## src/verilog/pipePkg.sv

```systemverilog
package pipePkg;

    //////////////////////////////////////////////////////////////////////
    // Primary opcodes, instr[31:26]
    //////////////////////////////////////////////////////////////////////

    localparam logic [5:0] OpSpecial  = 6'h00;
    localparam logic [5:0] OpSpecial2 = 6'h1c;
    localparam logic [5:0] OpOri      = 6'h0d;
    localparam logic [5:0] OpLui      = 6'h0f;
    localparam logic [5:0] OpLw       = 6'h23;
    localparam logic [5:0] OpSw       = 6'h2b;

    //////////////////////////////////////////////////////////////////////
    // Function codes, instr[5:0]
    //////////////////////////////////////////////////////////////////////

    // SPECIAL group
    localparam logic [5:0] FnAdd  = 6'h20;
    localparam logic [5:0] FnAddu = 6'h21;
    localparam logic [5:0] FnSubu = 6'h23;

    // SPECIAL2 group
    localparam logic [5:0] FnMul  = 6'h02;

    //////////////////////////////////////////////////////////////////////
    // Exception codes as seen by CP0 Cause.ExcCode
    //////////////////////////////////////////////////////////////////////

    localparam logic [4:0] ExcNone = 5'd0;
    localparam logic [4:0] ExcAdEL = 5'd4;
    localparam logic [4:0] ExcAdES = 5'd5;
    localparam logic [4:0] ExcOv   = 5'd12;

    // Handler entry, loaded into the slot PC on a flush
    localparam logic [31:0] ExcVector = 32'h0000_4180;

    //////////////////////////////////////////////////////////////////////
    // Data RAM geometry
    //////////////////////////////////////////////////////////////////////

    localparam int RamWords    = 256;
    localparam int RamAddrBits = $clog2(RamWords);

endpackage

```

## src/verilog/exMemReg.sv

```systemverilog
`timescale 1ns/1ps

module exMemReg (
    input  logic        clk,
    input  logic        reset,
    input  logic        we,
    input  logic        req,
    input  logic [31:0] exInstr,
    input  logic [31:0] exAluResult,
    input  logic [31:0] exMduResult,
    input  logic [31:0] exRd2,
    input  logic [31:0] exPc,
    input  logic [4:0]  exExcCode,
    input  logic        exIsDelay,
    output logic [31:0] memInstr,
    output logic [31:0] memAluResult,
    output logic [31:0] memMduResult,
    output logic [31:0] memRd2,
    output logic [31:0] memPc,
    output logic [4:0]  memExcCode,
    output logic        memIsDelay
);
    import pipePkg::*;

    // Priority is reset, then flush, then advance; otherwise hold
    always_ff @(posedge clk) begin
        if (reset) begin
            memInstr     <= 32'h0;
            memAluResult <= 32'h0;
            memMduResult <= 32'h0;
            memRd2       <= 32'h0;
            memPc        <= 32'h0;
            memExcCode   <= ExcNone;
            memIsDelay   <= 1'b0;
        end else if (req) begin
            // Bubble headed for the handler, delay-slot bit survives
            memInstr     <= 32'h0;
            memAluResult <= 32'h0;
            memMduResult <= 32'h0;
            memRd2       <= 32'h0;
            memPc        <= ExcVector;
            memExcCode   <= ExcNone;
            memIsDelay   <= exIsDelay;
        end else if (we) begin
            // A faulting instruction turns into a nop but keeps its code
            memInstr     <= (exExcCode != ExcNone) ? 32'h0 : exInstr;
            memAluResult <= exAluResult;
            memMduResult <= exMduResult;
            memRd2       <= exRd2;
            memPc        <= exPc;
            memExcCode   <= exExcCode;
            memIsDelay   <= exIsDelay;
        end
    end

endmodule

```

## config.mk

```make
export PLATFORM = sky130hd
export DESIGN_NAME = exMemReg
export DESIGN_NICKNAME = d
export VERILOG_FILES = /design/src/verilog/pipePkg.sv /design/src/verilog/exMemReg.sv
export SDC_FILE = /design/constraint.sdc
export NUM_CORES = 1
export LEC_CHECK = 0
export ABC_AREA = 0
export BUFFER_PORTS_ARGS = -buffer_cell sky130_fd_sc_hd__buf_2
export CAP_MARGIN = 20
export CORE_MARGIN = 2
export CORE_UTILIZATION = 25
export DETAILED_ROUTE_END_ITERATION = 7
export SLEW_MARGIN = 10
export SYNTH_ARGS = -nofsm -noshare
export SYNTH_HDL_FRONTEND = slang
export SYNTH_SLANG_ARGS = --single-unit
```

## constraint.sdc

```tcl
create_clock -name clk -period 1.85 [get_ports clk]
set_clock_uncertainty 0.15 [all_clocks]
set_input_delay 0.4625 -clock clk [delete_from_list [all_inputs] [get_ports clk]]
set_output_delay 0.4625 -clock clk [all_outputs]
set_load 0.02 [all_outputs]
```

# == Word-level counts from Yosys, hierarchy flattened ==
# Index checks and enable logic that the tools add are counted.
# op_classes
n_mux,5
n_reduce_logical,3
# op_table
operator,count
$mux 32,1
$mux 15,2
$reduce_bool 5->1,1
$mux 1,2
$reduce_bool 2->1,1
$reduce_or 2->1,1
# word_totals
inputBits,170
word_cells,16
ff_bits,166
out_inout_bits,166

# == Logic depth before layout (Yosys ltp) ==
# logic_depth
word_depth,2
ltp_mapped,5
ltp_nobuf,3

# == Worst setup path before layout ==
# OpenSTA, ideal clock, no wires.
# synth_path
kind,in2reg
from,in we
to,reg memAluResult[24]
path_stages,5
setup_time_ns,0.117
arrival_ns,1.219
required_ns,1.583
path_slack_ns,0.364
cell_sequence,buf_4 > buf_2 > buf_2 > mux2i_1 > nor2_1
# synth_lines
element,line_no,text
from (decl),exMemReg.sv:6,"input logic we,"
to (signal assigned),exMemReg.sv:47,memAluResult <= exAluResult;
to (decl),exMemReg.sv:16,"output logic [31:0] memAluResult,"

# == Worst setup path in the final report ==
# layout_path
from,reg memAluResult[7]
to,out memAluResult[7]
# No word-level cell between the ends.

==> out/qor.txt <==
Root Buffer: clkbuf_16
PortBufs: 335
startpoint types: register
largest net degree at the start of global routing: 80
ANT cells: 0
post_cts resized: 0
FF+latch count, synth: 166
Final Hold Viols: 0
starting density of the core: 25.2%
delay-heaviest family, CP: flip-flops
Final Max Slew Viols: 0
Slew headroom: 74.6%
Routed Wire Length: 16.4 mm
worst setup path class: reg2out
die height: 158 um
number of max-cap violations: 0
P_leak: 4.40 nW
syn_nets: 722
Slew @ Worst Pin: 381 ps
clk buf depth: 2
status: completed
Reg2Reg Depth: 3
Clk Latency, worst-skew pair: 410 ps
synth warn: 0
Core Area: 0.0233 mm^2
CP required: 1240 ps
clock-pin slew of the registers on the worst-case setup and hold paths: 70 ps
TritonCTS clock tree: built
HP Class: in2reg
die area: 0.0248 mm^2
Die X: 158 um
min Tclk post-route: 1570 ps
Clock Sinks: 166
vias in the first global route: 4707
slowest stage delay, CP: 360 ps
Worst Path Arrival: 960 ps
ys async rst share: 0%
via count: 5114
Initial DRC Count: 188
initial antenna violation count: 0
DRC Markers: 0
Crit path depth: 1
first-pass GRT wire length: 24.3 mm
Fmax achieved: 0.637 GHz
Finished Layout Cells: 1226
largest cells by area after synthesis: dfxtp_1 56%, mux2i_1 22%, nor2_1 11%
CP max-delay cell: dfxtp_1
DR pass1 iterations: 4
cell area after placement: 0.00807 mm^2
most numerous cell in the Yosys netlist: dfxtp_1
setup bufs post-CTS: 0
TritonCTS Buffers: 17
CTS H-tree lvls: 4
crit-path cells: buf_2
Worst VDD drop: 0.602 mV
Tcrit/Tclk final: 84.9%
Worst setup EP type: output port
Finish-stage setup viols: 0
HPWL after detailed placement: 12.2 mm
total I/O pin count: 336
area leader, netlist: dfxtp_1
Crit Path Max Fanout: 2
wire per inst: 13.4 um
Mean Syn Cell Area: 10.7 um^2
Commonest cells post-synth: 166 x dfxtp_1, 165 x nor2_1, 130 x mux2i_1
Layout fillers: 2432
worst hold stages: 3
antenna viol nets, final: 0
RSZ-0062 raised after global routing: no
global-route total usage across every layer: 12.4%
count of hold-fix buffers inserted at cts: 0
Post-synth EDFFs: 0
Placed Instances: 1194
Setup TNS: 0 ps
Synth Cell Area: 0.00589 mm^2
Syn Inst Count: 552
CP Buf/Inv Count: 1
Distinct cells, synth: 19
Final #Nets: 1064
row count: 56
GPL Wtd Cong: 0.770
Power Dens Cells: 940 mW/mm^2
post-synth top area share: 56.4%
GRT Residual Overflow: 0
area grow syn2layout: 47.1%
share of cells above drive strength 1: 44.7%
register area share after synthesis: 56.4%
vias per inst: 4.17
ys flop type: dfxtp_1
Design Area, Final: 0.00866 mm^2
==> registers in the layout, indices dropped and copies added (netlist names) <==
register,cells
memInstr,32
memAluResult,32
memPc,32
memRd2,32
memExcCode,5
memMduResult,32
memIsDelay,1
==> cells by family after synthesis <==
kind of cell           count (synthesis)  synth area share [%]
buffers and inverters                 44                  4.31
AOI/OAI and AO/OA                     37                  5.31
DFF                                  166                  56.4
muxes                                130                  22.1
and+or+nand+nor                      175                  11.9
==> through the flow <==
step / util (%) / setup WS (ps) / total power, mW / hold WS [ps]
floorplan: - / 364 / 4.29 / 372
global placement: 34.6 / 223 / 4.69 / 285
detailed placement: 34.6 / 227 / 4.69 / 292
CTS: 37.1 / 239 / 8.29 / 104
global route: 37.1 / 218 / 8.52 / 110
finish: 37.1 / 279 / 8.14 / 131
==> final timing paths <==
kind | start | endpoint | slack [ps]
max | memAluResult[7] | memAluResult[7] | 280
min | exMduResult[19] | memMduResult[19] | 130
max reg2reg | memPc[14] | memPc[14] | 880
min reg2reg | memIsDelay | memIsDelay | 300
==> report_power, final <==
part	switching (mW)	total, mW	internal, mW
logic	0.471	0.881	0.410
registers	0.0474	3.72	3.67
clock network	1.57	3.54	1.98
==> layout make-up <==
cell class	instances	area, um^2	share of cell area [%]
clock buffer	19	453	5.23
clock inverter	13	138	1.59
inverter	1	3.75	0.0433
multi-input combinational	342	2320	26.8
sequential	166	3320	38.4
tap	319	399	4.61
timing repair buffer	366	2030	23.4
==> per-layer routing <==
layer  vias up  share of wire, %  track usage (%)
li1       2560                 -                -
met1      2361                44             15.6
met2       173                47             19.8
met3        20               6.2             3.94
met4         0               2.1             4.89
met5         -                 0                0
==> worst reg2reg max path: stages, from the launching register on <==
cell      delay, ps
dfxtp_1         310
nor2b_1         120
a211oi_1        220
nor2_1           70
==> cells in the final DEF, fill, tap and decap left out <==
master	Yosys	final
nor2_1	165	164
nand3_2	2	2
clkinvlp_4	0	3
clkbuf_16	0	17
bufinv_16	0	1
nor2b_1	3	3
nor4b_4	1	1
nand2_1	3	3
buf_4	10	22
buf_12	0	9
inv_8	0	4
clkinv_2	0	1
a32oi_1	30	30
inv_6	0	2
buf_2	17	334
a21oi_2	2	2
dfxtp_1	166	166
nor2_2	0	1
buf_6	4	1
or2_4	0	1
a211oi_1	3	3
a21oi_1	1	1
clkbuf_8	0	2
clkinv_4	0	2
inv_1	1	1
o21ai_0	1	1
mux2i_1	130	130
Note: power is estimated with default switching activity, not from simulation.
