## config.mk

```make
export PLATFORM = sky130hd
export DESIGN_NAME = memArbiter
export DESIGN_NICKNAME = d
export VERILOG_FILES = /design/src/verilog/pipePkg.sv /design/src/verilog/memArbiter.sv
export SDC_FILE = /design/constraint.sdc
export NUM_CORES = 1
export LEC_CHECK = 0
export BUFFER_PORTS_ARGS = -buffer_cell sky130_fd_sc_hd__buf_4
export CAP_MARGIN = 0
export CORE_AREA = 2 2 88 90
export CTS_BUF_LIST = sky130_fd_sc_hd__clkbuf_16
export DETAILED_ROUTE_END_ITERATION = 8
export DIE_AREA = 0 0 90 92
export GPL_TIMING_DRIVEN = 1
export PLACE_DENSITY = 0.64
export SETUP_SLACK_MARGIN = 0.05
export SYNTH_ARGS = -nofsm -noshare
export SYNTH_HDL_FRONTEND = slang
export SYNTH_SLANG_ARGS = --single-unit
```

## constraint.sdc

```tcl
create_clock -name clk -period 0.8 [get_ports clk]
set_clock_uncertainty 0.1 [all_clocks]
set_input_delay 0.08 -clock clk [delete_from_list [all_inputs] [get_ports clk]]
set_output_delay 0.08 -clock clk [all_outputs]
set_load 0.03 [all_outputs]
```

## src/verilog/pipePkg.sv

```systemverilog
package pipePkg;

    //////////////////////////////////////////////////////////////////////
    // Primary opcodes, instr[31:26]
    //////////////////////////////////////////////////////////////////////

    localparam logic [5:0] OpSpecial  = 6'h00;
    localparam logic [5:0] OpSpecial2 = 6'h1c;
    localparam logic [5:0] OpOri      = 6'h0d;
    localparam logic [5:0] OpLui      = 6'h0f;
    localparam logic [5:0] OpLw       = 6'h23;
    localparam logic [5:0] OpSw       = 6'h2b;

    //////////////////////////////////////////////////////////////////////
    // Function codes, instr[5:0]
    //////////////////////////////////////////////////////////////////////

    // SPECIAL group
    localparam logic [5:0] FnAdd  = 6'h20;
    localparam logic [5:0] FnAddu = 6'h21;
    localparam logic [5:0] FnSubu = 6'h23;

    // SPECIAL2 group
    localparam logic [5:0] FnMul  = 6'h02;

    //////////////////////////////////////////////////////////////////////
    // Exception codes as seen by CP0 Cause.ExcCode
    //////////////////////////////////////////////////////////////////////

    localparam logic [4:0] ExcNone = 5'd0;
    localparam logic [4:0] ExcAdEL = 5'd4;
    localparam logic [4:0] ExcAdES = 5'd5;
    localparam logic [4:0] ExcOv   = 5'd12;

    // Handler entry, loaded into the slot PC on a flush
    localparam logic [31:0] ExcVector = 32'h0000_4180;

    //////////////////////////////////////////////////////////////////////
    // Data RAM geometry
    //////////////////////////////////////////////////////////////////////

    localparam int RamWords    = 256;
    localparam int RamAddrBits = $clog2(RamWords);

endpackage

```

## src/verilog/memArbiter.sv

```systemverilog
`timescale 1ns/1ps

module memArbiter (
    input  logic                            clk,
    input  logic                            reset,
    input  logic                            portReq,
    input  logic                            portWrite,
    input  logic [pipePkg::RamAddrBits-1:0] portAddr,
    input  logic [31:0]                     portWdata,
    input  logic                            hostReq,
    input  logic                            hostWrite,
    input  logic [pipePkg::RamAddrBits-1:0] hostAddr,
    input  logic [31:0]                     hostWdata,
    input  logic [31:0]                     ramRdata,
    output logic [31:0]                     portRdata,
    output logic [31:0]                     hostRdata,
    output logic                            hostAck,
    output logic                            ramEn,
    output logic                            ramWe,
    output logic [pipePkg::RamAddrBits-1:0] ramAddr,
    output logic [31:0]                     ramWdata
);

    logic hostSel;

    // Pipeline always wins; host must not be re-granted during its ack
    assign hostSel = hostReq && !portReq && !hostAck;

    always_comb begin
        if (portReq) begin
            ramEn    = 1'b1;
            ramWe    = portWrite;
            ramAddr  = portAddr;
            ramWdata = portWdata;
        end else begin
            ramEn    = hostSel;
            ramWe    = hostSel && hostWrite;
            ramAddr  = hostAddr;
            ramWdata = hostWdata;
        end
    end

    // Ack lines up with the registered RAM read
    always_ff @(posedge clk) begin
        if (reset) begin
            hostAck <= 1'b0;
        end else begin
            hostAck <= hostSel;
        end
    end

    // Each reader knows when its own data is valid
    assign portRdata = ramRdata;
    assign hostRdata = ramRdata;

endmodule

```

# Word level (Yosys, flattened, before mapping)
# Cells that the tools add are included.
# word_totals
register_bits	1
latchBits	0
ram_bits	0
rom_bits	0
input_bits	118
output_inout_bits	107
wordCells	10
mem_count	0
# op_classes
n_addsub	0
n_mul	0
div_mod_pow	0
n_lt_le_gt_ge	0
eq_ne	0
n_shift	0
muxes	4
n_bitwise	0
reduce_logical	5
# op_table
op	n
$mux W32	1
$mux W8	1
$logic_and A1 B1 Y1	3
$logic_not A1 Y1	2
$mux W1	2

# Longest topological paths before layout
# depth
depth_word	5
mapped_depth	4
depth_no_buf	2

# Worst setup path before layout
# No wires, ideal clock.
# synth_path
path_kind	reg-to-output
start	reg hostAck
end	out ramWe
arrival_ns	1.067
required_ns	0.620
path_slack_ns	-0.447
stages_incl_launch_ff	3
path_buffers	0
cell_sequence	dfxtp_1 nand2b_1 o21ai_1
# synth_via
elab_chain_len	4
# synth_rtl
item	line	text
from (decl)	memArbiter.sv:17	output logic hostAck,
from (signal assigned)	memArbiter.sv:48	hostAck <= hostSel;
$logic_not A1 Y1	memArbiter.sv:27	assign hostSel = hostReq && !portReq && !hostAck;
$logic_and A1 B1 Y1	memArbiter.sv:27	
$logic_and A1 B1 Y1	memArbiter.sv:37	ramWe = hostSel && hostWrite;
$mux W1	memArbiter.sv:30	if (portReq) begin
to (decl)	memArbiter.sv:19	output logic ramWe,
# No other way between the ends.

# Final worst setup path
# layout_path
start	in portReq
end	out ramWdata[29]
# layout_via
elab_chain_len	1
# layout_rtl
item	line	text
from (decl)	memArbiter.sv:6	input logic portReq,
$mux W32	memArbiter.sv:30	
to (decl)	memArbiter.sv:21	output logic [31:0] ramWdata
# No other way between the ends.

==> metrics.txt <==
setup slack after layout=-0.186 ns; # rows=32; most used cell, CP=buf_16; Reg2Reg Capture Point=hostAck; synthesized area per cell=10.4 um2; vias in the first global route=about 1,000; Die Ht=a little over 90 um; Cell Chain, Critical Path=buf_16, buf_16, mux2_4, buf_6; failing checks=setup timing; max incr delay on CP=0.30 ns; Hold Buf Count CTS=0; Worst Path Buf+Inv=3; Place WS=-0.286 ns; sequential-to-total area share from yosys stat=1.66%; Fin Hold WS=0.0600 ns; Slew Viols, Final=0; Slew headroom=between 90% and 100%; largest family of logic cells by synthesized area=multiplexers; GRT Total Usage=8.67%; largest net degree at the start of global routing=10; post-synthesis simple-gate area fraction=2.28%; drt total wl=3990 um; max FFs per register=1; starting density of the core=~16%; Reg2Reg Depth=3; Top Ports=225; flops & latches, synth=1; critical path's top delay family=buffers and inverters; synth warn=0; Synth Area in Compound Gates=0.415%; multiplexer area fraction after synthesis=between 40% and 50%; r2r startpoint=hostAck; drt first pass iters=2; initial antenna violation count=0; Clk Latency, worst-skew pair=0 ns; Setup CP Type=in2out; drt drc=0; core box area=0.00745 mm2; Fmax=1010 MHz; flop2flop setup slack=-0.08 ns; Detailed Place HPWL=3050 um; worst-margin pin slew=0.118 ns; post-route setup TNS=-6.84 ns; P&R area growth vs syn=83.9%; Final Hold Fails=0; setup violators final=43; Avg Vias per Cell=3.49; final net count=roughly 300; Die Wd=90 um; Regs by FF count=hostAck: 1 flops; largest fanout on the critical path=9; hold-critical path depth=0; Period minus WS final=0.986 ns; XOR/XNOR Fraction of Synth Area=0%; ANT nets after route=0; Routed WL per cell=13.8 um; first-pass GRT wire length=5760 um; Worst Setup SP=portReq; total power=around 1.7 mW; Synth Area in Adders=0%; Unique masters post-synth=10; Via Count=between 1,000 and 1,500; startpoint types=primary input; GR Overflow Total=0; maximum VDD drop=339 uV; maxcap violations=0; share of layout cells above drive strength 1=99.5%; Worst EP required=roughly 0.62 ns; die area=0.00828 mm2; CP max stage cell=mux2_4; Hold EP=hostRdata[9]; CP arrival=0.81 ns; Synth Instances=approximately 120; crit end category=output pin; 1st-iter DRT viols=6; period utilization=123%; Hold WC Path Type=in2out; diode count=0; leakage power=about 1.2 nW; Synth Cell Area=around 0.0012 mm2; routability cong.=about 0.61; hold path start=ramRdata[9]; unrepaired setup endpoints after global routing=yes; number of buffers added on ports=128; fill count=800; status=finished with violations; Power per Cell Area=745 mW/mm2; syn nets=234; Largest Register=hostAck
==> area by class of cell <==
type                       instances  area [um2]  area share (%)
sequential                         1        23.8            1.07
timing repair buffer             140        1390            62.8
tap                              102         128            5.76
multi-input combinational         46         672            30.3
==> metal layers <==
metal	GRT usage, %	vias up	routed length (um)
met2	14.8	80	2000
li1	-	466	-
met3	2.71	25	454
met5	0	-	0
met1	9.98	437	1340
met4	3.85	0	193
==> logic make-up (layout without fill, tap and decap cells) <==
logic type / count (synthesis) / after routing
and+or+nand+nor: 5 / 5
muxes: 40 / 40
AOI/OAI and AO/OA: 1 / 1
DFF: 1 / 1
buffers and inverters: 69 / 140
==> repair_timing <==
action | CTS | global route
gates cloned | 6 | 0
endpoints found under the setup margin | 43 | 44
gates resized for setup | 58 | 2
buffers inserted | 1 | 1
==> how the worst max path moves through the flow <==
stage | to | slack [ns] | cells past startpoint
after floorplan | ramWe | -0.13 | 2
after global placement | ramWdata[24] | -0.27 | 4
after detailed placement | ramWdata[7] | -0.29 | 4
after CTS | ramWdata[24] | -0.19 | 4
after global routing | ramWdata[24] | -0.20 | 4
final | ramWdata[29] | -0.19 | 4
==> synth_stat cells <==
| library cell | number | area (um2) |
|---|---|---|
| buf_6 | 2 | 22.5 |
| nand2b_1 | 3 | 18.8 |
| dfxtp_1 | 1 | 20.0 |
| o21ai_1 | 1 | 5.00 |
| mux2_4 | 37 | 556 |
| nor3_1 | 1 | 5.00 |
| mux2_2 | 3 | 33.8 |
| nand2_1 | 1 | 3.75 |
| buf_12 | 3 | 60.1 |
| buf_4 | 64 | 480 |
==> per-stage QoR <==
stage | std cells | area (um2) | utilization (%)
final | 289 | 2220 | 29.8
after floorplan | 116 | 1250 | -
after global routing | 289 | 2220 | 29.8
after detailed placement | 281 | 1820 | 24.5
after global placement | 281 | 1820 | 24.5
after CTS | 288 | 2200 | 29.6
==> cell usage in the layout (no fill, tap or decap) <==
cell type  count
nor3_2         1
dfxtp_4        1
buf_16         7
buf_6         47
nand2b_4       3
o21ai_4        1
buf_4         84
buf_12         2
mux2_4        40
nand2_1        1
==> power by group <==
group	leakage [nW]	switching (mW)	internal, mW
logic	1.15	0.647	0.951
clock network	0	0	0
registers	0.00891	0.00119	0.0511
No activity file was read; power rests on OpenSTA's default activity.
