==> src/verilog/pipePkg.sv <==
package pipePkg;

    //////////////////////////////////////////////////////////////////////
    // Primary opcodes, instr[31:26]
    //////////////////////////////////////////////////////////////////////

    localparam logic [5:0] OpSpecial  = 6'h00;
    localparam logic [5:0] OpSpecial2 = 6'h1c;
    localparam logic [5:0] OpOri      = 6'h0d;
    localparam logic [5:0] OpLui      = 6'h0f;
    localparam logic [5:0] OpLw       = 6'h23;
    localparam logic [5:0] OpSw       = 6'h2b;

    //////////////////////////////////////////////////////////////////////
    // Function codes, instr[5:0]
    //////////////////////////////////////////////////////////////////////

    // SPECIAL group
    localparam logic [5:0] FnAdd  = 6'h20;
    localparam logic [5:0] FnAddu = 6'h21;
    localparam logic [5:0] FnSubu = 6'h23;

    // SPECIAL2 group
    localparam logic [5:0] FnMul  = 6'h02;

    //////////////////////////////////////////////////////////////////////
    // Exception codes as seen by CP0 Cause.ExcCode
    //////////////////////////////////////////////////////////////////////

    localparam logic [4:0] ExcNone = 5'd0;
    localparam logic [4:0] ExcAdEL = 5'd4;
    localparam logic [4:0] ExcAdES = 5'd5;
    localparam logic [4:0] ExcOv   = 5'd12;

    // Handler entry, loaded into the slot PC on a flush
    localparam logic [31:0] ExcVector = 32'h0000_4180;

    //////////////////////////////////////////////////////////////////////
    // Data RAM geometry
    //////////////////////////////////////////////////////////////////////

    localparam int RamWords    = 256;
    localparam int RamAddrBits = $clog2(RamWords);

endpackage

==> src/verilog/memStage.sv <==
`timescale 1ns/1ps

module memStage (
    input  logic                          clk,
    input  logic                          reset,
    input  logic [31:0]                   memInstr,
    input  logic [31:0]                   memAluResult,
    input  logic [31:0]                   memMduResult,
    input  logic [31:0]                   memRd2,
    input  logic [31:0]                   memPc,
    input  logic [4:0]                    memExcCode,
    input  logic                          memIsDelay,
    input  logic [31:0]                   portRdata,
    output logic                          portReq,
    output logic                          portWrite,
    output logic [pipePkg::RamAddrBits-1:0] portAddr,
    output logic [31:0]                   portWdata,
    output logic [31:0]                   wbInstr,
    output logic [31:0]                   wbResult,
    output logic [31:0]                   wbPc,
    output logic [4:0]                    wbExcCode,
    output logic                          wbIsDelay
);
    import pipePkg::*;

    // Which source feeds the writeback result
    typedef enum logic [1:0] {
        SelAlu,
        SelMdu,
        SelLoad,
        SelZero
    } resSel_t;

    logic [5:0]  opcode;
    logic        isLoad;
    logic        isStore;
    logic        isMul;
    resSel_t     nextSel;

    resSel_t     wbSel;
    logic [31:0] wbAlu;
    logic [31:0] wbMdu;

    //////////////////////////////////////////////////////////////////////
    // RAM request
    //////////////////////////////////////////////////////////////////////

    assign opcode  = memInstr[31:26];
    assign isLoad  = (opcode == OpLw);
    assign isStore = (opcode == OpSw);
    assign isMul   = (opcode == OpSpecial2) && (memInstr[5:0] == FnMul);

    // Faulting accesses were already nopped, so only good ones get here
    assign portReq   = isLoad || isStore;
    assign portWrite = isStore;
    assign portAddr  = memAluResult[RamAddrBits+1:2];
    assign portWdata = memRd2;

    always_comb begin
        if (isLoad) begin
            nextSel = SelLoad;
        end else if (isMul) begin
            nextSel = SelMdu;
        end else if (isStore || (memInstr == 32'h0)) begin
            nextSel = SelZero;
        end else begin
            nextSel = SelAlu;
        end
    end

    //////////////////////////////////////////////////////////////////////
    // Memory-to-writeback register, captures every cycle
    //////////////////////////////////////////////////////////////////////

    always_ff @(posedge clk) begin
        if (reset) begin
            wbInstr   <= 32'h0;
            wbPc      <= 32'h0;
            wbExcCode <= ExcNone;
            wbIsDelay <= 1'b0;
            wbSel     <= SelZero;
            wbAlu     <= 32'h0;
            wbMdu     <= 32'h0;
        end else begin
            wbInstr   <= memInstr;
            wbPc      <= memPc;
            wbExcCode <= memExcCode;
            wbIsDelay <= memIsDelay;
            wbSel     <= nextSel;
            wbAlu     <= memAluResult;
            wbMdu     <= memMduResult;
        end
    end

    // Load data arrives from the RAM output register this cycle
    always_comb begin
        unique case (wbSel)
            SelLoad: wbResult = portRdata;
            SelMdu:  wbResult = wbMdu;
            SelAlu:  wbResult = wbAlu;
            default: wbResult = 32'h0;
        endcase
    end

endmodule

==> config.mk <==
export PLATFORM = sky130hd
export DESIGN_NAME = memStage
export DESIGN_NICKNAME = d
export VERILOG_FILES = /design/src/verilog/pipePkg.sv /design/src/verilog/memStage.sv
export SDC_FILE = /design/constraint.sdc
export NUM_CORES = 1
export LEC_CHECK = 0
export ABC_AREA = 1
export BUFFER_PORTS_ARGS = -buffer_cell sky130_fd_sc_hd__buf_4
export CELL_PAD_IN_SITES_DETAIL_PLACEMENT = 0
export CELL_PAD_IN_SITES_GLOBAL_PLACEMENT = 1
export CORE_MARGIN = 4
export CORE_UTILIZATION = 28
export DETAILED_ROUTE_END_ITERATION = 8
export PLACE_DENSITY = 0.81
export SLEW_MARGIN = 20
export SYNTH_ARGS = -nofsm -noshare
export SYNTH_HDL_FRONTEND = slang
export SYNTH_SLANG_ARGS = --single-unit
export TNS_END_PERCENT = 5
==> constraint.sdc <==
create_clock -name clk -period 1.4 [get_ports clk]
set_input_delay 0.21 -clock clk [delete_from_list [all_inputs] [get_ports clk]]
set_output_delay 0.21 -clock clk [all_outputs]
set_load 0.01 [all_outputs]
== Word-level counts from Yosys, hierarchy flattened ==
Index checks and enable logic that the tools add are counted.
Word-level totals
  bits in registers: 136
  input port bits: 200
  output and inout port bits: 144
  word-level logic and storage cells: 24
Cells by class
  equal/unequal tests: 6
  multiplexer cells: 4
  reductions and logical operators: 6
Operators by type and width (number)
  $pmux W32 S3: 1
  $logic_not A32 Y1: 1
  $eq A6 B6 Y1 const B: 2
  $eq A6 B2 Y1 const B: 1
  $eq A6 B5 Y1 const B: 1
  $mux W2: 2
  $eq A2 B1 Y1 const B: 1
  $eq A2 B2 Y1 const B: 1
  $logic_not A2 Y1: 1
  $logic_or A1 B1 Y1: 2
  $reduce_or A2 Y1: 1
  $logic_and A1 B1 Y1: 1
  $mux W1: 1

== Depth between registers and ports, before layout ==
  depth after elaboration: 5
  gate-level depth with buffers: 7
  depth with buffers taken out: 7

== Least setup slack after synthesis ==
No wires, ideal clock.
  kind: flip-flop to output port
  start point: register wbSel[1]
  end point: output wbResult[0]
  data arrival time: 1.096 ns
  data required time: 1.190 ns
  setup slack: 0.094 ns
  cell stages (with the launch flop): 6
  buffers on the path: 3
  cell sequence: dfxtp_1 > buf_2 > or2_1 > buf_2 > buf_6 > o211ai_2
Between the ends
  word-level cells in the longest chain between the ends: 2
  elaborated cells between the ends (all ways): 4
  classes of those cells: 2 x eq/ne; 1 x mux; 1 x reduce/logical
Ends and longest elaborated chain
  from (decl): RTL line memStage.sv:40  | resSel_t wbSel;
  from (signal assigned): RTL line memStage.sv:81  | wbSel <= SelZero;
  from (signal assigned): RTL line memStage.sv:89  | wbSel <= nextSel;
  $eq A2 B1 Y1 (tied with other cells): RTL line memStage.sv:97  | unique case (wbSel)
  $pmux W32 S3 (*): RTL line memStage.sv:97
  to (decl): RTL line memStage.sv:19  | output logic [31:0] wbResult,
Mark *: on every way between the ends. The rest lies on a longest branch, timed or not.

== Worst setup path in the final report ==
  start point: register wbSel[0]
  end point: output wbResult[9]
The elaborated chain is that of the path after synthesis.

==> flow_summary.yaml <==
synthesis:
  seq_area_frac_synth_pct: 52.9
  synth_top_family_by_area: "buffers and inverters"
  syn_avg_cell_area_sq_um: 7.96
  synth.area.top_cells: "dfxtp_1 (53%), inv_1 (11%), nor2_1 (11%)"
  synth_top_area_share_pct: 52.9
  synthesis.nets: 846
  muxShareOfSynthArea_pct: 0
  synth_compound_area_share_pct: 7.59
  synthSimpleGateAreaFrac_pct: 18.6
  synth_cell_types: 16
  synth_top_cell_by_area: "dfxtp_1"
  synth_cells: 646
  synth_seq_cells: 136
  synthAdderAreaFrac_pct: 0
  syn-cell-area_sq_um: 5140
  synth_xor_area_share_pct: 0
  ys_warn_count: 0
floorplan:
  coreArea_sq_um: 18000
  die_w_microns: 144
  num_rows: 49
  die_h_microns: 144
  initial_utilization_pct: 28.5
  io_pins: 344
  die_area_sq_um: 20600
placed_design:
  placed_cells: 1098
  portBuffers: 279
  dp_hpwl_microns: 11200
  gp_congestion: 0.760
run_status:
  violations: "negative setup slack"
  status: "finished with violations"
global_route:
  grt_pass1_wl_microns: 24700
  grt.total_usage_pct: 15.5
  grt_pass1_vias: 5023
  grt_max_degree: 44
  antenna_found_initial: 0
  grt.overflow.total: 0
timing:
  layout_setup_ws_ps: -371
  worst_slew_pin_slew_ps: 319
  max_freq_mhz: 565
  period_minus_slack_ps: 1770
  relSlewSlack_pct: 78.8
  timing.hold.ws_ps: 21.6
  setup_viol: 32
  rsz0062_at_grt: "yes"
  hold_violations: 0
  timing.setup.tns_ps: -10690
  slew_viol_final: 0
  fin_crit_sh_pct: 127
critical_path:
  crit_path_end_kind: "output pin"
  crit_fanout: 6
  path_class: "flop to output pin"
  crit_chain: "buf_4, nor2_4, buf_12, clkbuf_16, nand2_1, o211ai_1, buf_4"
  crit_arrival_ps: 1560
  worstPathRequired_ps: 1190
  crit_start: "wbSel[0]"
  slowest_stage: "dfxtp_2"
  crit_path_start_kind: "flop"
  cp-endpoint: "wbResult[9]"
  crit_path_frequent_cell: "buf_4"
  cp_slowest_stage_delay_ps: 320
routing:
  drc: 0
  drtPass1Iterations: 6
  first_iter_violations: 125
  ant_nets: 0
  wl_per_cell_microns: 13.5
  viasPerCell: 3.98
  drt_wl_total_microns: 16800
  vias: 4966
finish:
  layout.cells.non_filler: 1248
  syn2layout_area_growth_pct: 77.3
  layout.nets: 1206
  drive_gt1_share_pct: 38.1
  antennaDiodeCount: 0
pwr:
  pwr_density_cell_nw_per_um2: 1140
  ir_drop_v: 0.000758
  p_leak_nw: 4.81
clocking:
  cts_root_buf: "clkbuf_16"
  cts_sinks: 136
  htreeDepth: 4
  cts_inserted_buffers: 17
  tritoncts: "built"
  ctsLongestPathBuffers: 2
  cts.reportedPaths.clkPinSlew_ps: 60
run:
  cap_violations: 0
worst_hold_path:
  min_path_type: "primary input to flop"
worst max-delay path: cells and delay by family, from the launching register on:
family	cells	cell delay, ps
AO/OA/AOI/OAI	1	90
buffers and inverters	4	570
flip-flops	1	320
AND/OR/NAND/NOR	2	160
layer usage:
layer	routed length, microns	track usage [%]	up-vias
li1	-	-	2551
met1	6630	17.2	2179
met2	8180	26.1	218
met3	1750	7.49	18
met4	238	4.96	0
met5	0	0	-
repair_timing:
item	CTS	global route
endpoints found under the hold margin	113	0
pin swaps	1	2
gates resized for setup	4	14
gates cloned	1	3
hold buffers	113	0
buffers inserted	0	1
setup endpoints to repair	32	32
cell usage after synthesis, drive strengths merged:
| cell type | n |
|---|---|
| buf | 51 |
| clkbuf | 18 |
| dfxtp | 136 |
| inv | 169 |
| nand2 | 56 |
| nand3 | 34 |
| nand4 | 2 |
| nor2 | 146 |
| nor3 | 1 |
| o211ai | 32 |
| or2 | 1 |
flip-flops by register name, summed over array words and instances (netlist names):
register / flops
wbAlu: 32
wbInstr: 32
wbMdu: 32
wbPc: 32
wbExcCode: 5
wbSel: 2
wbIsDelay: 1
power by group:
part	internal (mW)	leakage, nW	switching [mW]
Combinational	0.961	3.39	0.679
Clock	2.69	0.290	1.88
Sequential	4.08	1.13	0.0625
cells in the final DEF, fill, tap and decap left out, drive strengths merged, types with 2 or more instances in the layout:
cell,instances
nand4,2
dlygate4sd3,113
nor2,146
nand3,34
dfxtp,136
clkinv,2
bufinv,2
nand2,56
clkbuf,19
buf,295
inv,178
o211ai,32
clkinvlp,2
cells by family (layout without fill, tap and decap cells):
family / after synthesis / count (layout)
flip-flops: 136 / 136
buffers and inverters: 238 / 611
AO/OA/AOI/OAI: 32 / 32
AND/OR/NAND/NOR: 240 / 240
worst min-delay path by stage:
stage                          from          end  cells after the start
floorplan              memInstr[11]  wbInstr[11]                      2
global placement    memMduResult[5]     wbMdu[5]                      3
detailed placement        memPc[12]     wbPc[12]                      3
CTS                    memInstr[21]  wbInstr[21]                      3
global route           memInstr[21]  wbInstr[21]                      3
finish              memAluResult[7]     wbAlu[7]                      3
metrics by stage:
stage	worst slack [ps]	area [sq um]	util (%)	power, mW
after floorplan	94.1	5140	-	4.85
after global placement	7.80	7230	40.1	5.53
after detailed placement	4.04	7230	40.1	5.54
after CTS	-411	9000	49.9	10.5
after global routing	-443	9120	50.6	10.8
final	-371	9120	50.6	10.4
layout make-up:
type / instances / area, sq um
Sequential cell: 136 / 2730
Multi-Input combinational cell: 272 / 1370
Inverter: 169 / 634
Clock buffer: 17 / 425
Clock inverter: 15 / 176
Timing Repair Buffer: 410 / 3500
Fill cell: 1666 / 8900
Tap cell: 229 / 287
Power figures use the tool's default switching activity.
