===== config.mk =====
export PLATFORM = sky130hd
export DESIGN_NAME = execStage
export DESIGN_NICKNAME = d
export VERILOG_FILES = /design/src/verilog/pipePkg.sv /design/src/verilog/execStage.sv
export SDC_FILE = /design/constraint.sdc
export NUM_CORES = 2
export LEC_CHECK = 0
export BUFFER_PORTS_ARGS = -buffer_cell sky130_fd_sc_hd__buf_4
export CAP_MARGIN = 10
export CORE_UTILIZATION = 59
export DETAILED_ROUTE_END_ITERATION = 10
export GPL_TIMING_DRIVEN = 0
export PLACE_DENSITY = 0.79
export SYNTH_ARGS = -nofsm -noshare
export SYNTH_HDL_FRONTEND = slang
export SYNTH_SLANG_ARGS = --single-unit

===== constraint.sdc =====
create_clock -name vclk -period 8.9
set_input_delay 0 -clock vclk [all_inputs]
set_output_delay 0 -clock vclk [all_outputs]
set_load 0.02 [all_outputs]

===== src/verilog/pipePkg.sv =====
package pipePkg;

    //////////////////////////////////////////////////////////////////////
    // Primary opcodes, instr[31:26]
    //////////////////////////////////////////////////////////////////////

    localparam logic [5:0] OpSpecial  = 6'h00;
    localparam logic [5:0] OpSpecial2 = 6'h1c;
    localparam logic [5:0] OpOri      = 6'h0d;
    localparam logic [5:0] OpLui      = 6'h0f;
    localparam logic [5:0] OpLw       = 6'h23;
    localparam logic [5:0] OpSw       = 6'h2b;

    //////////////////////////////////////////////////////////////////////
    // Function codes, instr[5:0]
    //////////////////////////////////////////////////////////////////////

    // SPECIAL group
    localparam logic [5:0] FnAdd  = 6'h20;
    localparam logic [5:0] FnAddu = 6'h21;
    localparam logic [5:0] FnSubu = 6'h23;

    // SPECIAL2 group
    localparam logic [5:0] FnMul  = 6'h02;

    //////////////////////////////////////////////////////////////////////
    // Exception codes as seen by CP0 Cause.ExcCode
    //////////////////////////////////////////////////////////////////////

    localparam logic [4:0] ExcNone = 5'd0;
    localparam logic [4:0] ExcAdEL = 5'd4;
    localparam logic [4:0] ExcAdES = 5'd5;
    localparam logic [4:0] ExcOv   = 5'd12;

    // Handler entry, loaded into the slot PC on a flush
    localparam logic [31:0] ExcVector = 32'h0000_4180;

    //////////////////////////////////////////////////////////////////////
    // Data RAM geometry
    //////////////////////////////////////////////////////////////////////

    localparam int RamWords    = 256;
    localparam int RamAddrBits = $clog2(RamWords);

endpackage


===== src/verilog/execStage.sv =====
`timescale 1ns/1ps

module execStage (
    input  logic [31:0] instr,
    input  logic [31:0] rs,
    input  logic [31:0] rt,
    output logic [31:0] aluResult,
    output logic [31:0] mduResult,
    output logic [31:0] rd2,
    output logic [4:0]  excCode
);
    import pipePkg::*;

    // Top of the byte address space backed by the RAM
    localparam logic [31:0] RamLimit = 32'(RamWords * 4);

    logic [5:0]         opcode;
    logic [5:0]         funct;
    logic [15:0]        imm;
    logic [31:0]        immSext;
    logic [31:0]        immZext;

    logic [31:0]        sum;
    logic [31:0]        diff;
    logic [31:0]        effAddr;
    logic signed [63:0] product;

    logic               isAdd;
    logic               isAddu;
    logic               isSubu;
    logic               isMul;
    logic               isLoad;
    logic               isStore;
    logic               overflow;
    logic               addrBad;

    //////////////////////////////////////////////////////////////////////
    // Field extraction and decode
    //////////////////////////////////////////////////////////////////////

    assign opcode  = instr[31:26];
    assign funct   = instr[5:0];
    assign imm     = instr[15:0];
    assign immSext = {{16{imm[15]}}, imm};
    assign immZext = {16'h0000, imm};

    assign isAdd   = (opcode == OpSpecial)  && (funct == FnAdd);
    assign isAddu  = (opcode == OpSpecial)  && (funct == FnAddu);
    assign isSubu  = (opcode == OpSpecial)  && (funct == FnSubu);
    assign isMul   = (opcode == OpSpecial2) && (funct == FnMul);
    assign isLoad  = (opcode == OpLw);
    assign isStore = (opcode == OpSw);

    //////////////////////////////////////////////////////////////////////
    // Datapath
    //////////////////////////////////////////////////////////////////////

    assign sum     = rs + rt;
    assign diff    = rs - rt;
    assign effAddr = rs + immSext;

    // Only the low word of the signed product is architecturally visible
    assign product   = $signed(rs) * $signed(rt);
    assign mduResult = isMul ? product[31:0] : 32'h0;

    // Store data goes down the pipe untouched
    assign rd2 = rt;

    always_comb begin
        unique case (opcode)
            OpSpecial: begin
                if (isAdd || isAddu) begin
                    aluResult = sum;
                end else if (isSubu) begin
                    aluResult = diff;
                end else begin
                    aluResult = 32'h0;
                end
            end
            OpOri:      aluResult = rs | immZext;
            OpLui:      aluResult = {imm, 16'h0000};
            OpLw, OpSw: aluResult = effAddr;
            // Unknown opcodes fall through as a nop
            default:    aluResult = 32'h0;
        endcase
    end

    //////////////////////////////////////////////////////////////////////
    // Exception detection
    //////////////////////////////////////////////////////////////////////

    // Signed overflow: same operand signs, different result sign
    assign overflow = isAdd && (rs[31] == rt[31]) && (sum[31] != rs[31]);

    // Misaligned word or beyond the RAM
    assign addrBad = (effAddr[1:0] != 2'b00) || (effAddr >= RamLimit);

    always_comb begin
        if (overflow) begin
            excCode = ExcOv;
        end else if (isLoad && addrBad) begin
            excCode = ExcAdEL;
        end else if (isStore && addrBad) begin
            excCode = ExcAdES;
        end else begin
            excCode = ExcNone;
        end
    end

endmodule


Word-level counts from Yosys, hierarchy flattened
Index checks and enable logic that the tools add are counted.
{"block": "totals", "ff_bits": 0, "out_inout_bits": 101, "wordCells": 37, "input_bits": 96}
{"block": "classes", "addsub": 3, "n_eq_ne": 11, "order_cmp": 1, "n_mux": 7, "n_reduce_logical": 13, "n_bitwise": 1, "multipliers": 1}
{"op": "$pmux W32 S4", "count": 1}
{"op": "$mux W32", "count": 3}
{"op": "$add A32 B32 Y32", "count": 2}
{"op": "$ge A32 B11 Y1 const B", "count": 1}
{"op": "$mul A32 B32 Y32", "count": 1}
{"op": "$or A32 B16 Y32", "count": 1}
{"op": "$sub A32 B32 Y32", "count": 1}
{"op": "$eq A6 B6 Y1 const B", "count": 5}
{"op": "$eq A6 B4 Y1 const B", "count": 2}
{"op": "$logic_and A1 B1 Y1", "count": 8}
{"op": "$eq A6 B2 Y1 const B", "count": 1}
{"op": "$eq A6 B5 Y1 const B", "count": 1}
{"op": "$logic_not A6 Y1", "count": 1}
{"op": "$mux W3", "count": 2}
{"op": "$mux W4", "count": 1}
{"op": "$logic_or A1 B1 Y1", "count": 2}
{"op": "$reduce_bool A2 Y1", "count": 1}
{"op": "$reduce_or A2 Y1", "count": 1}
{"op": "$eq A1 B1 Y1", "count": 1}
{"op": "$ne A1 B1 Y1", "count": 1}

Depth between registers and ports, before layout
{"block": "depth", "ltp_word": 7, "mapped_depth": 29, "ltp_nobuf": 27}

Worst setup path after synthesis
No wires, ideal clock.
{"block": "synth_path", "path_type": "in2out", "startpoint": "input port rs[13]", "endpoint": "output port mduResult[29]", "stages": 27, "arrival_time_ns": 6.729, "setup_slack_ns": 2.171, "t_required_ns": 8.900, "n_path_buf": 2, "cell_sequence": "clkbuf_1 > inv_1 > clkbuf_1 > nor2_1 > fa_1 > fa_1 > fa_1 > inv_1 > fa_1 > inv_1 > fa_1 > inv_1 > fa_1 > inv_1 > fa_1 > fa_1 > ha_1 > nand2_1 > nor2_1 > a21oi_1 > o31a_1 > o311ai_1 > a2111o_1 > a31oi_1 > a21boi_0 > xnor2_1 > nor2_1"}
{"block": "synth_between", "elab_chain_len": 2}
{"element": "from (decl)", "line_no": "execStage.sv:5", "rtl": "input logic [31:0] rs,"}
{"element": "$mul A32 B32 Y32", "line_no": "execStage.sv:63", "rtl": "assign product = $signed(rs) * $signed(rt);"}
{"element": "$mux W32", "line_no": "execStage.sv:64", "rtl": "assign mduResult = isMul ? product[31:0] : 32'h0;"}
{"element": "to (decl)", "line_no": "execStage.sv:8", "rtl": "output logic [31:0] mduResult,"}
No other way between the ends.

Worst setup path after layout
{"block": "layout_path", "startpoint": "input port rs[15]", "endpoint": "output port mduResult[29]"}
The elaborated chain is that of the path after synthesis.

==> reports/qor.txt <==
outcome - finished clean
overall die area - 38750 sq um
post-layout net count - 3761
wire length of the first global-routing pass - 130100 um
main area contributors after synthesis - sky130_fd_sc_hd__fa_1 37%, sky130_fd_sc_hd__ha_1 14%, sky130_fd_sc_hd__inv_1 8.9%
DIE WIDTH - 196.9 um
post-synthesis share of cell area spent on full adders, half adders and majority gates - 51.20%
total number of vias - 21620
antenna violations before repair - 4
setup repair after global routing missed its margin - no
biggest fanout along the worst timing path - 9
Storage cell area - 0 sq um
time the final worst path needs with I/O delays and setup - 8752 ps
die span in y - 196.9 um
max_cap viols - 0
top cell type by total area after synthesis - sky130_fd_sc_hd__fa_1
type of the most critical hold path - in2out
post-synthesis xor/xnor area fraction - 4.340%
DRC violation count after routing - 0
Post-synth top cells - 530 x sky130_fd_sc_hd__inv_1, 411 x sky130_fd_sc_hd__fa_1, 367 x sky130_fd_sc_hd__nor2_1, 259 x sky130_fd_sc_hd__ha_1, 246 x sky130_fd_sc_hd__nand2_1
final setup TNS - 0 ps
top-area cell type share of the netlist area - 36.73%
setup repair bufs after CTS - 0
cell with the most instances after synthesis - sky130_fd_sc_hd__inv_1
instance count of the mapped netlist - 2812
dominant combinational cell family by area after synthesis - adder cells
Overflow after GRT - 0
number of rows in the core area - 71
startpoint kind of the worst setup timing path - primary input
half-perimeter wire length after detailed placement - 72040 um
routed length per placed instance - 24.70 um
iteration count of the initial detailed-routing pass - 7
CP endpoint kind - output port
number of non-filler instances in the completed layout - 3506
share of cell area taken by muxes after synthesis - 0.8937%
via count of the first global-routing pass - 22060
number of hold violations in the final report - 0
routed vias/inst - 6.167
post-synth design cell area - 22400 sq um
total instance count after detailed placement - 3506
Fillers - 3176
Worst Path Class, Setup - in2out
placeable core region - 37490 sq um
ratio of final minimum period to clock period - 98.34%
I/O pin total - 197
GPL Wtd Cong - 1.019
worst path arrival time - 8750 ps
area added between synthesis and finish - 9.026%
final max-slew violation count - 0
proportion of layout cells with a drive suffix above 1 - 8.787%
worst hold start - rt[31]
Port-buffer cells - 182
Synth cell types - 91
Clock Buffer Count - 0
Slew Limit Headroom - 25.89%
detailed router's first-iteration violation count - 1930
GRT Overall Usage - 45.17%
largest net degree at the start of global routing - 20
measured slew at the worst slew-check pin - 1112 ps
post-synthesis area per instance - 7.966 sq um
Max Fclk - 114.3 MHz
flip-flop and latch count - 0
final routed wirelength across all metal layers - 86600 um
launching instance or port of the critical path - rs[15]
required time at the endpoint of the critical path - 8900 ps
Synth warnings - 0
post-synthesis sequential area ratio - 0%
Compound-Gate Fraction of Synth Area - 13.97%
starting density of the core - 59.76%
simple-gate share of the synthesized area - 17.12%
# setup viols final - 0
post-route ant nets - 0
[path summary, 6_finish.rpt]
check	endpoint	cells after the start
worst max-delay path	mduResult[29]	26
worst min-delay path	rd2[31]	2
[layout by cell type, fill, tap and decap left out, types with 13 or more instances in the layout]
cell | Yosys | routed
sky130_fd_sc_hd__inv_1 | 530 | 530
sky130_fd_sc_hd__fa_1 | 411 | 411
sky130_fd_sc_hd__nor2_1 | 367 | 367
sky130_fd_sc_hd__ha_1 | 259 | 259
sky130_fd_sc_hd__nand2_1 | 246 | 246
sky130_fd_sc_hd__buf_4 | 35 | 217
sky130_fd_sc_hd__and2_1 | 102 | 102
sky130_fd_sc_hd__a21oi_1 | 99 | 99
sky130_fd_sc_hd__clkbuf_1 | 95 | 93
sky130_fd_sc_hd__o21ai_0 | 88 | 88
sky130_fd_sc_hd__xnor2_1 | 80 | 80
sky130_fd_sc_hd__xor2_1 | 31 | 31
sky130_fd_sc_hd__nor3_1 | 30 | 30
sky130_fd_sc_hd__a21o_1 | 30 | 30
sky130_fd_sc_hd__o221ai_1 | 24 | 24
sky130_fd_sc_hd__buf_1 | 23 | 23
sky130_fd_sc_hd__nand3_1 | 22 | 22
sky130_fd_sc_hd__o211ai_1 | 21 | 21
sky130_fd_sc_hd__mux2i_1 | 20 | 20
sky130_fd_sc_hd__o21a_1 | 20 | 20
sky130_fd_sc_hd__a211oi_1 | 16 | 16
sky130_fd_sc_hd__a31oi_1 | 16 | 16
sky130_fd_sc_hd__nand2b_1 | 14 | 14
sky130_fd_sc_hd__o21bai_1 | 13 | 13
sky130_fd_sc_hd__a221o_1 | 13 | 13
sky130_fd_sc_hd__o22ai_1 | 13 | 13
[worst max-delay path, cell delays in order]
cell,delay (ps)
sky130_fd_sc_hd__buf_4,140
sky130_fd_sc_hd__clkbuf_1,840
sky130_fd_sc_hd__clkinv_1,780
sky130_fd_sc_hd__nor2_1,320
sky130_fd_sc_hd__fa_1,460
sky130_fd_sc_hd__fa_1,490
sky130_fd_sc_hd__inv_1,60
sky130_fd_sc_hd__fa_1,480
sky130_fd_sc_hd__fa_1,540
sky130_fd_sc_hd__inv_1,50
sky130_fd_sc_hd__fa_1,490
sky130_fd_sc_hd__inv_1,60
sky130_fd_sc_hd__fa_1,540
sky130_fd_sc_hd__inv_1,50
sky130_fd_sc_hd__fa_1,500
sky130_fd_sc_hd__fa_1,420
sky130_fd_sc_hd__ha_1,370
sky130_fd_sc_hd__nand2_1,110
sky130_fd_sc_hd__o31a_1,330
sky130_fd_sc_hd__o311ai_1,700
sky130_fd_sc_hd__a2111o_1,290
sky130_fd_sc_hd__a31oi_1,130
sky130_fd_sc_hd__a21boi_0,230
sky130_fd_sc_hd__xnor2_1,140
sky130_fd_sc_hd__nor2_1,50
sky130_fd_sc_hd__buf_4,190
[layout make-up]
cell class         instances  area [sq um]  area share [%]
diodes                     2         5.005         0.02049
plain buffers            160         764.5           3.130
inverters                538          2023           8.284
multi-input cells       2113         19630           80.35
well taps                511         639.4           2.618
repair buffers           182          1366           5.594
[metrics by stage]
stage	area [sq um]	utilization, %	hold WS [ps]	worst slack [ps]
2_1_floorplan	22410	-	112.6	2171
3_3_place_gp	24410	65.12	198.3	372.6
3_5_place_dp	24410	65.12	198.4	203.7
4_1_cts	24410	65.12	198.7	178.6
5_1_grt	24420	65.14	203.8	104.3
6_report	24420	65.15	197.4	147.9
[metal layers]
layer	track usage, %	up-vias	wire length (um)
met2	69.27	1432	37870
li1	-	9259	-
met5	0	-	51
met1	57.41	10580	31730
met3	11.14	347	10480
met4	28.05	4	6468
[what timing repair did]
item                       4_1_cts  5_1_grt
resized for setup                0        3
hold buffers                     0        0
setup endpoints to repair        0        8
[logic make-up after synthesis]
kind of cell | count (synthesis)
XOR/XNOR | 111
multiplexers | 20
other | 1
AND/OR/NAND/NOR | 858
buffers and inverters | 700
adder cells (fa/ha/maj) | 670
AO/OA/AOI/OAI | 452
Power is not shown: default switching activity piles up to over one toggle a cycle in this logic, so the estimate is an artifact.
